<file path="config.mk">
export PLATFORM = sky130hd
export DESIGN_NAME = lc4_core
export DESIGN_NICKNAME = d
export VERILOG_FILES = /design/src/lc4_isa_pkg.sv /design/src/lc4_pipe_pkg.sv /design/src/lc4_alu.sv /design/src/lc4_decoder.sv /design/src/lc4_regfile.sv /design/src/lc4_fetch.sv /design/src/lc4_decode_stage.sv /design/src/lc4_execute.sv /design/src/lc4_writeback.sv /design/src/lc4_core.sv
export SDC_FILE = /design/constraint.sdc
export NUM_CORES = 1
export LEC_CHECK = 0
export ABC_AREA = 1
export BUFFER_PORTS_ARGS = -buffer_cell sky130_fd_sc_hd__buf_4
export CORE_ASPECT_RATIO = 1.5
export CORE_MARGIN = 1
export CORE_UTILIZATION = 25
export CTS_CLUSTER_DIAMETER = 50
export DETAILED_ROUTE_END_ITERATION = 10
export PLACE_DENSITY = 0.4
export REMOVE_ABC_BUFFERS = 1
export SLEW_MARGIN = 20
export SYNTH_ARGS = -nofsm -noshare
export SYNTH_HDL_FRONTEND = slang
export SYNTH_SLANG_ARGS = --single-unit
</file>
<file path="constraint.sdc">
create_clock -name gwe -period 14.79 [get_ports gwe]
set_input_delay 2.958 -clock gwe [delete_from_list [all_inputs] [get_ports gwe]]
set_output_delay 2.958 -clock gwe [all_outputs]
set_load 0.03 [all_outputs]
</file>
<file path="src/lc4_isa_pkg.sv">
package lc4_isa_pkg;

    typedef logic [15:0] word_t;     // Machine word
    typedef logic [2:0]  reg_sel_t;  // Register index
    typedef logic [2:0]  nzp_t;      // {N, Z, P}

    // Major opcodes in insn[15:12]
    localparam logic [3:0] OPC_ARITH = 4'b0001;
    localparam logic [3:0] OPC_LOGIC = 4'b0101;
    localparam logic [3:0] OPC_CONST = 4'b1001;

    // Sub-operations in insn[5:3], arithmetic group
    localparam logic [2:0] SUB_ADD = 3'b000;
    localparam logic [2:0] SUB_MUL = 3'b001;
    localparam logic [2:0] SUB_SUB = 3'b010;
    // Logic group
    localparam logic [2:0] SUB_AND = 3'b000;
    localparam logic [2:0] SUB_NOT = 3'b001;
    localparam logic [2:0] SUB_OR  = 3'b010;
    localparam logic [2:0] SUB_XOR = 3'b011;

    typedef struct packed {
        logic [3:0] opcode;
        reg_sel_t   rd;
        reg_sel_t   rs;
        logic [2:0] sub;         // Bit 2 doubles as the immediate flag
        reg_sel_t   rt;
    } insn_rr_t;

    typedef struct packed {
        logic [3:0] opcode;
        reg_sel_t   rd;
        reg_sel_t   rs;
        logic       imm_flag;
        logic [4:0] imm5;
    } insn_ri_t;

    typedef struct packed {
        logic [3:0] opcode;
        reg_sel_t   rd;
        logic [8:0] imm9;
    } insn_ci_t;

    // Same 16 bits, three readings
    typedef union packed {
        insn_rr_t rr;
        insn_ri_t ri;
        insn_ci_t ci;
    } insn_u;

    typedef enum logic [2:0] {
        ALU_ADD, ALU_SUB, ALU_MUL, ALU_AND, ALU_NOT, ALU_OR, ALU_XOR, ALU_PASS_B
    } alu_op_e;

    typedef struct packed {
        alu_op_e  alu_op;
        reg_sel_t rs_sel;
        reg_sel_t rt_sel;
        reg_sel_t rd_sel;
        logic     regfile_we;
        logic     use_imm;       // Operand B from imm instead of rt
        word_t    imm;           // Already sign-extended
    } ctrl_t;

endpackage

</file>
<file path="src/lc4_pipe_pkg.sv">
package lc4_pipe_pkg;

    localparam lc4_isa_pkg::word_t RESET_PC = 16'h8200;  // First fetch address
    localparam int NUM_REGS = 8;

    // Fetch to decode
    typedef struct packed {
        logic               valid;
        lc4_isa_pkg::word_t pc;
        lc4_isa_pkg::word_t insn;
    } fd_t;

    // Decode to execute, operands as read from the register file
    typedef struct packed {
        logic               valid;
        lc4_isa_pkg::word_t pc;
        lc4_isa_pkg::word_t insn;
        lc4_isa_pkg::ctrl_t ctrl;
        lc4_isa_pkg::word_t rs_data;
        lc4_isa_pkg::word_t rt_data;
    } dx_t;

    // Result record, shared by memory, writeback and retire
    typedef struct packed {
        logic                  valid;
        lc4_isa_pkg::word_t    pc;
        lc4_isa_pkg::word_t    insn;
        lc4_isa_pkg::reg_sel_t rd;
        logic                  regfile_we;
        lc4_isa_pkg::word_t    result;
        lc4_isa_pkg::nzp_t     nzp;
    } wb_t;

endpackage

</file>
<file path="src/lc4_alu.sv">
`timescale 1ns/100ps

module lc4_alu (
    input  lc4_isa_pkg::alu_op_e i_op,
    input  lc4_isa_pkg::word_t   i_a,
    input  lc4_isa_pkg::word_t   i_b,
    output lc4_isa_pkg::word_t   o_result,
    output lc4_isa_pkg::nzp_t    o_nzp
);

    logic is_zero;

    always_comb begin
        o_result = i_b;
        case (i_op)
            lc4_isa_pkg::ALU_ADD:    o_result = i_a + i_b;
            lc4_isa_pkg::ALU_SUB:    o_result = i_a - i_b;
            lc4_isa_pkg::ALU_MUL:    o_result = i_a * i_b;   // Low 16 bits kept
            lc4_isa_pkg::ALU_AND:    o_result = i_a & i_b;
            lc4_isa_pkg::ALU_NOT:    o_result = ~i_a;
            lc4_isa_pkg::ALU_OR:     o_result = i_a | i_b;
            lc4_isa_pkg::ALU_XOR:    o_result = i_a ^ i_b;
            lc4_isa_pkg::ALU_PASS_B: o_result = i_b;         // CONST
            default:                 o_result = i_b;
        endcase
    end

    // Exactly one of N, Z, P is set
    assign is_zero  = (o_result == 16'h0000);
    assign o_nzp[2] = o_result[15];
    assign o_nzp[1] = is_zero;
    assign o_nzp[0] = ~o_result[15] & ~is_zero;

endmodule

</file>
<file path="src/lc4_decoder.sv">
`timescale 1ns/100ps

module lc4_decoder (
    input  lc4_isa_pkg::insn_u i_insn,
    output lc4_isa_pkg::ctrl_t o_ctrl
);

    always_comb begin
        // Register fields sit at the same place in all kept formats
        o_ctrl.rs_sel     = i_insn.rr.rs;
        o_ctrl.rt_sel     = i_insn.rr.rt;
        o_ctrl.rd_sel     = i_insn.rr.rd;
        o_ctrl.alu_op     = lc4_isa_pkg::ALU_ADD;
        o_ctrl.regfile_we = 1'b0;                         // Unkept words retire as no-ops
        o_ctrl.use_imm    = 1'b0;
        o_ctrl.imm        = {{11{i_insn.ri.imm5[4]}}, i_insn.ri.imm5};  // imm5 sign-extend

        case (i_insn.rr.opcode)
            lc4_isa_pkg::OPC_ARITH: begin
                if (i_insn.ri.imm_flag) begin             // ADD Rd, Rs, #imm5
                    o_ctrl.alu_op     = lc4_isa_pkg::ALU_ADD;
                    o_ctrl.use_imm    = 1'b1;
                    o_ctrl.regfile_we = 1'b1;
                end else begin
                    o_ctrl.regfile_we = 1'b1;
                    case (i_insn.rr.sub)
                        lc4_isa_pkg::SUB_ADD: o_ctrl.alu_op = lc4_isa_pkg::ALU_ADD;
                        lc4_isa_pkg::SUB_MUL: o_ctrl.alu_op = lc4_isa_pkg::ALU_MUL;
                        lc4_isa_pkg::SUB_SUB: o_ctrl.alu_op = lc4_isa_pkg::ALU_SUB;
                        default:              o_ctrl.regfile_we = 1'b0;  // DIV
                    endcase
                end
            end
            lc4_isa_pkg::OPC_LOGIC: begin
                o_ctrl.regfile_we = 1'b1;                 // Every logic form writes
                if (i_insn.ri.imm_flag) begin             // AND Rd, Rs, #imm5
                    o_ctrl.alu_op  = lc4_isa_pkg::ALU_AND;
                    o_ctrl.use_imm = 1'b1;
                end else begin
                    case (i_insn.rr.sub)
                        lc4_isa_pkg::SUB_AND: o_ctrl.alu_op = lc4_isa_pkg::ALU_AND;
                        lc4_isa_pkg::SUB_NOT: o_ctrl.alu_op = lc4_isa_pkg::ALU_NOT;
                        lc4_isa_pkg::SUB_OR:  o_ctrl.alu_op = lc4_isa_pkg::ALU_OR;
                        default:              o_ctrl.alu_op = lc4_isa_pkg::ALU_XOR;
                    endcase
                end
            end
            lc4_isa_pkg::OPC_CONST: begin
                // Rd = sext(imm9), passed straight through the ALU
                o_ctrl.alu_op     = lc4_isa_pkg::ALU_PASS_B;
                o_ctrl.use_imm    = 1'b1;
                o_ctrl.imm        = {{7{i_insn.ci.imm9[8]}}, i_insn.ci.imm9};
                o_ctrl.regfile_we = 1'b1;
            end
            default: begin
            end
        endcase
    end

endmodule

</file>
<file path="src/lc4_regfile.sv">
`timescale 1ns/100ps

module lc4_regfile (
    input  logic                  gwe,
    input  logic                  i_rst,
    input  lc4_isa_pkg::reg_sel_t i_rs_sel,
    input  lc4_isa_pkg::reg_sel_t i_rt_sel,
    output lc4_isa_pkg::word_t    o_rs_data,
    output lc4_isa_pkg::word_t    o_rt_data,
    input  lc4_pipe_pkg::wb_t     i_wb         // Write port from writeback
);

    lc4_isa_pkg::word_t regs [lc4_pipe_pkg::NUM_REGS];

    always_ff @(posedge gwe) begin
        if (i_rst) begin
            for (int i = 0; i < lc4_pipe_pkg::NUM_REGS; i++) begin
                regs[i] <= '0;
            end
        end else if (i_wb.regfile_we) begin
            regs[i_wb.rd] <= i_wb.result;
        end
    end

    // Write-through covers the producer three slots ahead
    assign o_rs_data = (i_wb.regfile_we && (i_wb.rd == i_rs_sel)) ? i_wb.result
                                                                   : regs[i_rs_sel];
    assign o_rt_data = (i_wb.regfile_we && (i_wb.rd == i_rt_sel)) ? i_wb.result
                                                                   : regs[i_rt_sel];

endmodule

</file>
<file path="src/lc4_fetch.sv">
`timescale 1ns/100ps

module lc4_fetch (
    input  logic               gwe,
    input  logic               i_rst,
    output lc4_isa_pkg::word_t o_cur_pc,
    input  lc4_isa_pkg::word_t i_cur_insn,
    output lc4_pipe_pkg::fd_t  o_fd
);

    lc4_isa_pkg::word_t pc_q;

    // No branches, so the PC only ever steps forward
    always_ff @(posedge gwe) begin
        if (i_rst) begin
            pc_q <= lc4_pipe_pkg::RESET_PC;
        end else begin
            pc_q <= pc_q + 16'd1;
        end
    end

    assign o_cur_pc = pc_q;  // Memory read is combinational

    // F/D register
    always_ff @(posedge gwe) begin
        o_fd.pc   <= pc_q;
        o_fd.insn <= i_cur_insn;
        if (i_rst) begin
            o_fd.valid <= 1'b0;  // Empty slot
        end else begin
            o_fd.valid <= 1'b1;
        end
    end

endmodule

</file>
<file path="src/lc4_decode_stage.sv">
`timescale 1ns/100ps

module lc4_decode_stage (
    input  logic              gwe,
    input  logic              i_rst,
    input  lc4_pipe_pkg::fd_t i_fd,
    input  lc4_pipe_pkg::wb_t i_wb,
    output lc4_pipe_pkg::dx_t o_dx
);

    lc4_isa_pkg::insn_u d_insn;
    lc4_isa_pkg::ctrl_t d_ctrl;
    lc4_isa_pkg::word_t rs_data;
    lc4_isa_pkg::word_t rt_data;

    assign d_insn = i_fd.insn;   // Raw word viewed through the union

    lc4_decoder u_decoder (
        .i_insn (d_insn),
        .o_ctrl (d_ctrl)
    );

    lc4_regfile u_regfile (
        .gwe       (gwe),
        .i_rst     (i_rst),
        .i_rs_sel  (d_ctrl.rs_sel),
        .i_rt_sel  (d_ctrl.rt_sel),
        .o_rs_data (rs_data),
        .o_rt_data (rt_data),
        .i_wb      (i_wb)
    );

    // D/X register
    always_ff @(posedge gwe) begin
        o_dx.pc      <= i_fd.pc;
        o_dx.insn    <= i_fd.insn;
        o_dx.ctrl    <= d_ctrl;
        o_dx.rs_data <= rs_data;
        o_dx.rt_data <= rt_data;
        if (i_rst) begin
            o_dx.valid           <= 1'b0;
            o_dx.ctrl.regfile_we <= 1'b0;
        end else begin
            o_dx.valid           <= i_fd.valid;
            o_dx.ctrl.regfile_we <= d_ctrl.regfile_we & i_fd.valid;  // Bubble never writes
        end
    end

endmodule

</file>
<file path="src/lc4_execute.sv">
`timescale 1ns/100ps

module lc4_execute (
    input  logic              gwe,
    input  logic              i_rst,
    input  lc4_pipe_pkg::dx_t i_dx,
    input  lc4_pipe_pkg::wb_t i_wb,    // Writeback stage
    output lc4_pipe_pkg::wb_t o_mem    // Memory stage, also bypass source
);

    lc4_isa_pkg::word_t op_a;
    lc4_isa_pkg::word_t rt_fwd;
    lc4_isa_pkg::word_t op_b;
    lc4_isa_pkg::word_t alu_result;
    lc4_isa_pkg::nzp_t  alu_nzp;

    // Youngest producer wins, memory before writeback
    function automatic lc4_isa_pkg::word_t fwd(input lc4_isa_pkg::reg_sel_t sel,
                                               input lc4_isa_pkg::word_t    reg_val,
                                               input lc4_pipe_pkg::wb_t     mem,
                                               input lc4_pipe_pkg::wb_t     wb);
        if (mem.regfile_we && (mem.rd == sel)) begin
            return mem.result;
        end else if (wb.regfile_we && (wb.rd == sel)) begin
            return wb.result;
        end
        return reg_val;                                 // Register file already current
    endfunction

    always_comb begin
        op_a   = fwd(i_dx.ctrl.rs_sel, i_dx.rs_data, o_mem, i_wb);
        rt_fwd = fwd(i_dx.ctrl.rt_sel, i_dx.rt_data, o_mem, i_wb);
        op_b   = i_dx.ctrl.use_imm ? i_dx.ctrl.imm : rt_fwd;   // imm5 or imm9
    end

    lc4_alu u_alu (
        .i_op     (i_dx.ctrl.alu_op),
        .i_a      (op_a),
        .i_b      (op_b),
        .o_result (alu_result),
        .o_nzp    (alu_nzp)
    );

    // X/M register
    always_ff @(posedge gwe) begin
        o_mem.pc     <= i_dx.pc;
        o_mem.insn   <= i_dx.insn;
        o_mem.rd     <= i_dx.ctrl.rd_sel;
        o_mem.result <= alu_result;
        o_mem.nzp    <= alu_nzp;
        if (i_rst) begin
            o_mem.valid      <= 1'b0;
            o_mem.regfile_we <= 1'b0;
        end else begin
            o_mem.valid      <= i_dx.valid;
            o_mem.regfile_we <= i_dx.ctrl.regfile_we;
        end
    end

endmodule

</file>
<file path="src/lc4_writeback.sv">
`timescale 1ns/100ps

module lc4_writeback (
    input  logic              gwe,
    input  logic              i_rst,
    input  lc4_pipe_pkg::wb_t i_mem,
    output lc4_pipe_pkg::wb_t o_wb    // Regfile write, bypass and retire
);

    // M/W register, memory stage has nothing of its own to add
    always_ff @(posedge gwe) begin
        o_wb.pc     <= i_mem.pc;
        o_wb.insn   <= i_mem.insn;
        o_wb.rd     <= i_mem.rd;
        o_wb.result <= i_mem.result;
        o_wb.nzp    <= i_mem.nzp;
        if (i_rst) begin
            o_wb.valid      <= 1'b0;
            o_wb.regfile_we <= 1'b0;   // No stray write after reset
        end else begin
            o_wb.valid      <= i_mem.valid;
            o_wb.regfile_we <= i_mem.regfile_we;
        end
    end

endmodule

</file>
<file path="src/lc4_core.sv">
`timescale 1ns/100ps

module lc4_core (
    input  logic                gwe,         // Global clock
    input  logic                i_rst,
    output lc4_isa_pkg::word_t  o_cur_pc,    // Instruction memory address
    input  lc4_isa_pkg::word_t  i_cur_insn,  // Word at o_cur_pc, same cycle
    output lc4_pipe_pkg::wb_t   o_retire     // Instruction leaving writeback
);

    lc4_pipe_pkg::fd_t fd;   // F/D register
    lc4_pipe_pkg::dx_t dx;   // D/X register
    lc4_pipe_pkg::wb_t mem;  // X/M register
    lc4_pipe_pkg::wb_t wb;   // M/W register

    lc4_fetch u_fetch (
        .gwe        (gwe),
        .i_rst      (i_rst),
        .o_cur_pc   (o_cur_pc),
        .i_cur_insn (i_cur_insn),
        .o_fd       (fd)
    );

    lc4_decode_stage u_decode (
        .gwe   (gwe),
        .i_rst (i_rst),
        .i_fd  (fd),
        .i_wb  (wb),     // Register write port
        .o_dx  (dx)
    );

    lc4_execute u_execute (
        .gwe   (gwe),
        .i_rst (i_rst),
        .i_dx  (dx),
        .i_wb  (wb),     // Second forwarding source
        .o_mem (mem)
    );

    lc4_writeback u_writeback (
        .gwe   (gwe),
        .i_rst (i_rst),
        .i_mem (mem),
        .o_wb  (wb)
    );

    assign o_retire = wb;

endmodule

</file>
==> impl_results.md <==
- Status: finished, violations left
- First-pass GRT wire length: 109.4 mm
- Fin nets: 2,652
- Seq/Total Area, Yosys: 0.4178
- Minimum clock period: 7477 ps
- GR Util All Layers: 0.1820
- Fmax: 133.7 MHz
- Vias in the first global route: 17,130
- Max cap viols: 0
- H-Tree Depth: 2
- Drt wl/cell: 20.83 µm
- Top FF cell, synth: dfxtp_1
- Worst Setup Path Type: reg -> reg
- Post-Syn Area: 0.02008 mm²
- CTS tree: yes
- First DRT Iteration DRCs: 1,039
- Hold Startpoint: u_execute.o_mem[29]
- Cell count after synthesis: 2,403
- Post-synth top cells: 383 x nand2_1, 335 x inv_1, 300 x nor2_1, 227 x dfxtp_1, 182 x o21ai_0
- Cell row count: 126
- Worst skew pair latency: 560 ps
- Num ports: 90
- Critical Path RT: 15,230 ps
- Leak: 10.26 nW
- Clock skew: 19.90 ps
- CTS Buf Count: 37
- CTS clk-pin slew, worst paths: 60 ps
- Die ar.: 0.08147 mm²
- Unrepaired setup endpoints after global routing: false
- Worst hold slack: 323.1 ps
- Avg Vias per Cell: 4.702
- EDFF count, synth: 128
- Reg2Reg Launch Point: u_writeback.o_wb[33]
- Final hold violations: 0
- Top-count cell post-synth: nand2_1
- Pwr dens: 163.1 mW/mm²
- Fillcell total: 8,501
- Synth top area share: 0.2263
- Final setup viols: 0
- Post-DRT Antenna Nets: 0
- Slew Limit Fails: 0
- DRT Pass-1 Iters: 9
- Netlist cell types: 61
- Grt ovf: 0
- Most frequent CP cell: inv_1
- Post-CTS Hold Fix Bufs: 0
- Clock Tree Root: clkbuf_16
- CTS sink count: 355
- Vias: 16,493
- Worst path max stage delay: 580 ps
- Layout cells sized above 1: 0.1252
- Final HPWL DP: 54.62 mm
- Period Utilization, post-route: 0.5056
- Worst path arrival time: 7920 ps
- Reg area: 0.008398 mm²
- Post_cts resized: 0
- Layout area overhead: 14.95%
- Syn_area_per_cell: 8.355 µm²
- Slew @ Worst Pin: 1128 ps
- GP Congestion: 0.9691
- Total negative slack: 0 ps
- DRT Wirelength: 73.08 mm
- Clk buf depth: 3
- Initial cell density of the core: 0.2537
- I/O Buffers: 89
- Worst slew margin: 0.2471
- Critical path endpoint category: flip-flop
- Area contributors post-synth: dfxtp_1 23%, edfxtp_1 19%, fa_1 8.1%
- Setup Buffers After CTS: 0
- Initial antenna violation count: 0
- Number of antenna diodes: 0
- Startpoint types: flip-flop
- Final core utilization: 0.2916
- Crit path max fanout: 15
- Maximum vdd drop: 90.48 µV
- # DRC: 4
- Failing checks: DRC
- Die X: 233.4 µm
- Slowest-stage cell, CP: dfxtp_1
- Async S/R FF share, synth: 0
- Hold WC Path Type: reg -> reg
- Synth warn: 0
- Post-synth top area cell: dfxtp_1
- Origin of the worst setup path: u_writeback.o_wb[33]
- Largest net degree at the start of global routing: 86
- Core Area: 0.07914 mm²
- Area of the multi-input gates: 0.009804 mm²
- Die span in y: 349.1 µm
- #FFs+latches synth: 355
==> stage by stage <==
stage | cells | area, µm² | worst slack, ps | total power, mW
final | 3508 | 23080 | 7313 | 3.764
after global routing | 3508 | 23080 | 6774 | 4.058
after CTS | 3508 | 23080 | 7338 | 3.821
after detailed placement | 3440 | 21790 | 7385 | 2.813
after global placement | 3440 | 21780 | 7413 | 2.800
after floorplan | 2297 | 19570 | 7992 | 2.216
==> power breakdown <==
group | leakage [nW] | internal, mW | switching, mW
Sequential | 3.23 | 1.09 | 0.100
Combinational | 6.39 | 0.536 | 1.05
Clock | 0.638 | 0.563 | 0.420
Total | 10.3 | 2.19 | 1.57
==> area by class of cell <==
class | count | share of cell area
clock buffer | 51 | 0.05058
clock inverter | 17 | 0.005422
inverter | 372 | 0.06105
multi-input combinational | 1570 | 0.4248
sequential | 355 | 0.3639
tap | 1024 | 0.05552
timing repair buffer | 119 | 0.03871
==> layer usage <==
layer	GRT usage	up-vias	wire length [µm]
met3	0.02089	169	2669
met1	0.1799	8014	25400
met4	0.1069	0	4660
li1	-	7870	-
met5	0	-	0
met2	0.3565	440	40350
==> layout by cell type, fill, tap and decap left out, types with 4 or more instances in the layout <==
cell	n
xnor2_1	10
fa_1	81
nand2_4	6
o21ai_2	5
ha_1	98
o211ai_1	71
inv_4	8
inv_2	26
o21ai_1	5
nand3b_1	11
clkbuf_8	4
clkinv_1	7
nor3_1	12
nor2_1	300
nand3_2	13
clkbuf_16	44
or2_2	9
edfxtp_1	128
a221oi_1	4
nand4_1	16
a21oi_1	152
buf_4	119
xor2_1	23
nor2_2	11
inv_6	5
o21ai_0	181
nand2_1	380
dfxtp_1	223
nand3_1	103
nor2_4	11
inv_1	335
o2111ai_1	5
nand2_2	21
==> registers in the layout, summed over array words and instances, names as in the netlist <==
| register | flops |
|---|---|
| u_decode.u_regfile.regs | 128 |
| u_decode.o_dx | 74 |
| u_execute.o_mem | 52 |
| u_writeback.o_wb | 52 |
| u_fetch.o_fd | 33 |
| u_fetch.o_cur_pc | 16 |
==> logic make-up after synthesis <==
family          after synthesis  synth area share
compound gates              451            0.1286
xor+xnor                     33           0.01440
fa+ha+maj                   179            0.1418
buf+inv                     478           0.09566
flops                       355            0.4178
simple gates                907            0.2017
==> critical path: cells and delay by family, from the launching register on <==
family	cells	cell delay (ps)
compound gates	5	880
fa+ha+maj	8	3290
buf+inv	9	670
flops	1	580
simple gates	15	1900
==> final timing paths <==
check        slack, ps  depth (start not counted)                   end
max               7310                         37    u_execute.o_mem[2]
max reg2reg       7310                         37    u_execute.o_mem[2]
min                320                          0  u_writeback.o_wb[29]
min reg2reg        320                          0  u_writeback.o_wb[29]
Power figures use the tool's default switching activity.
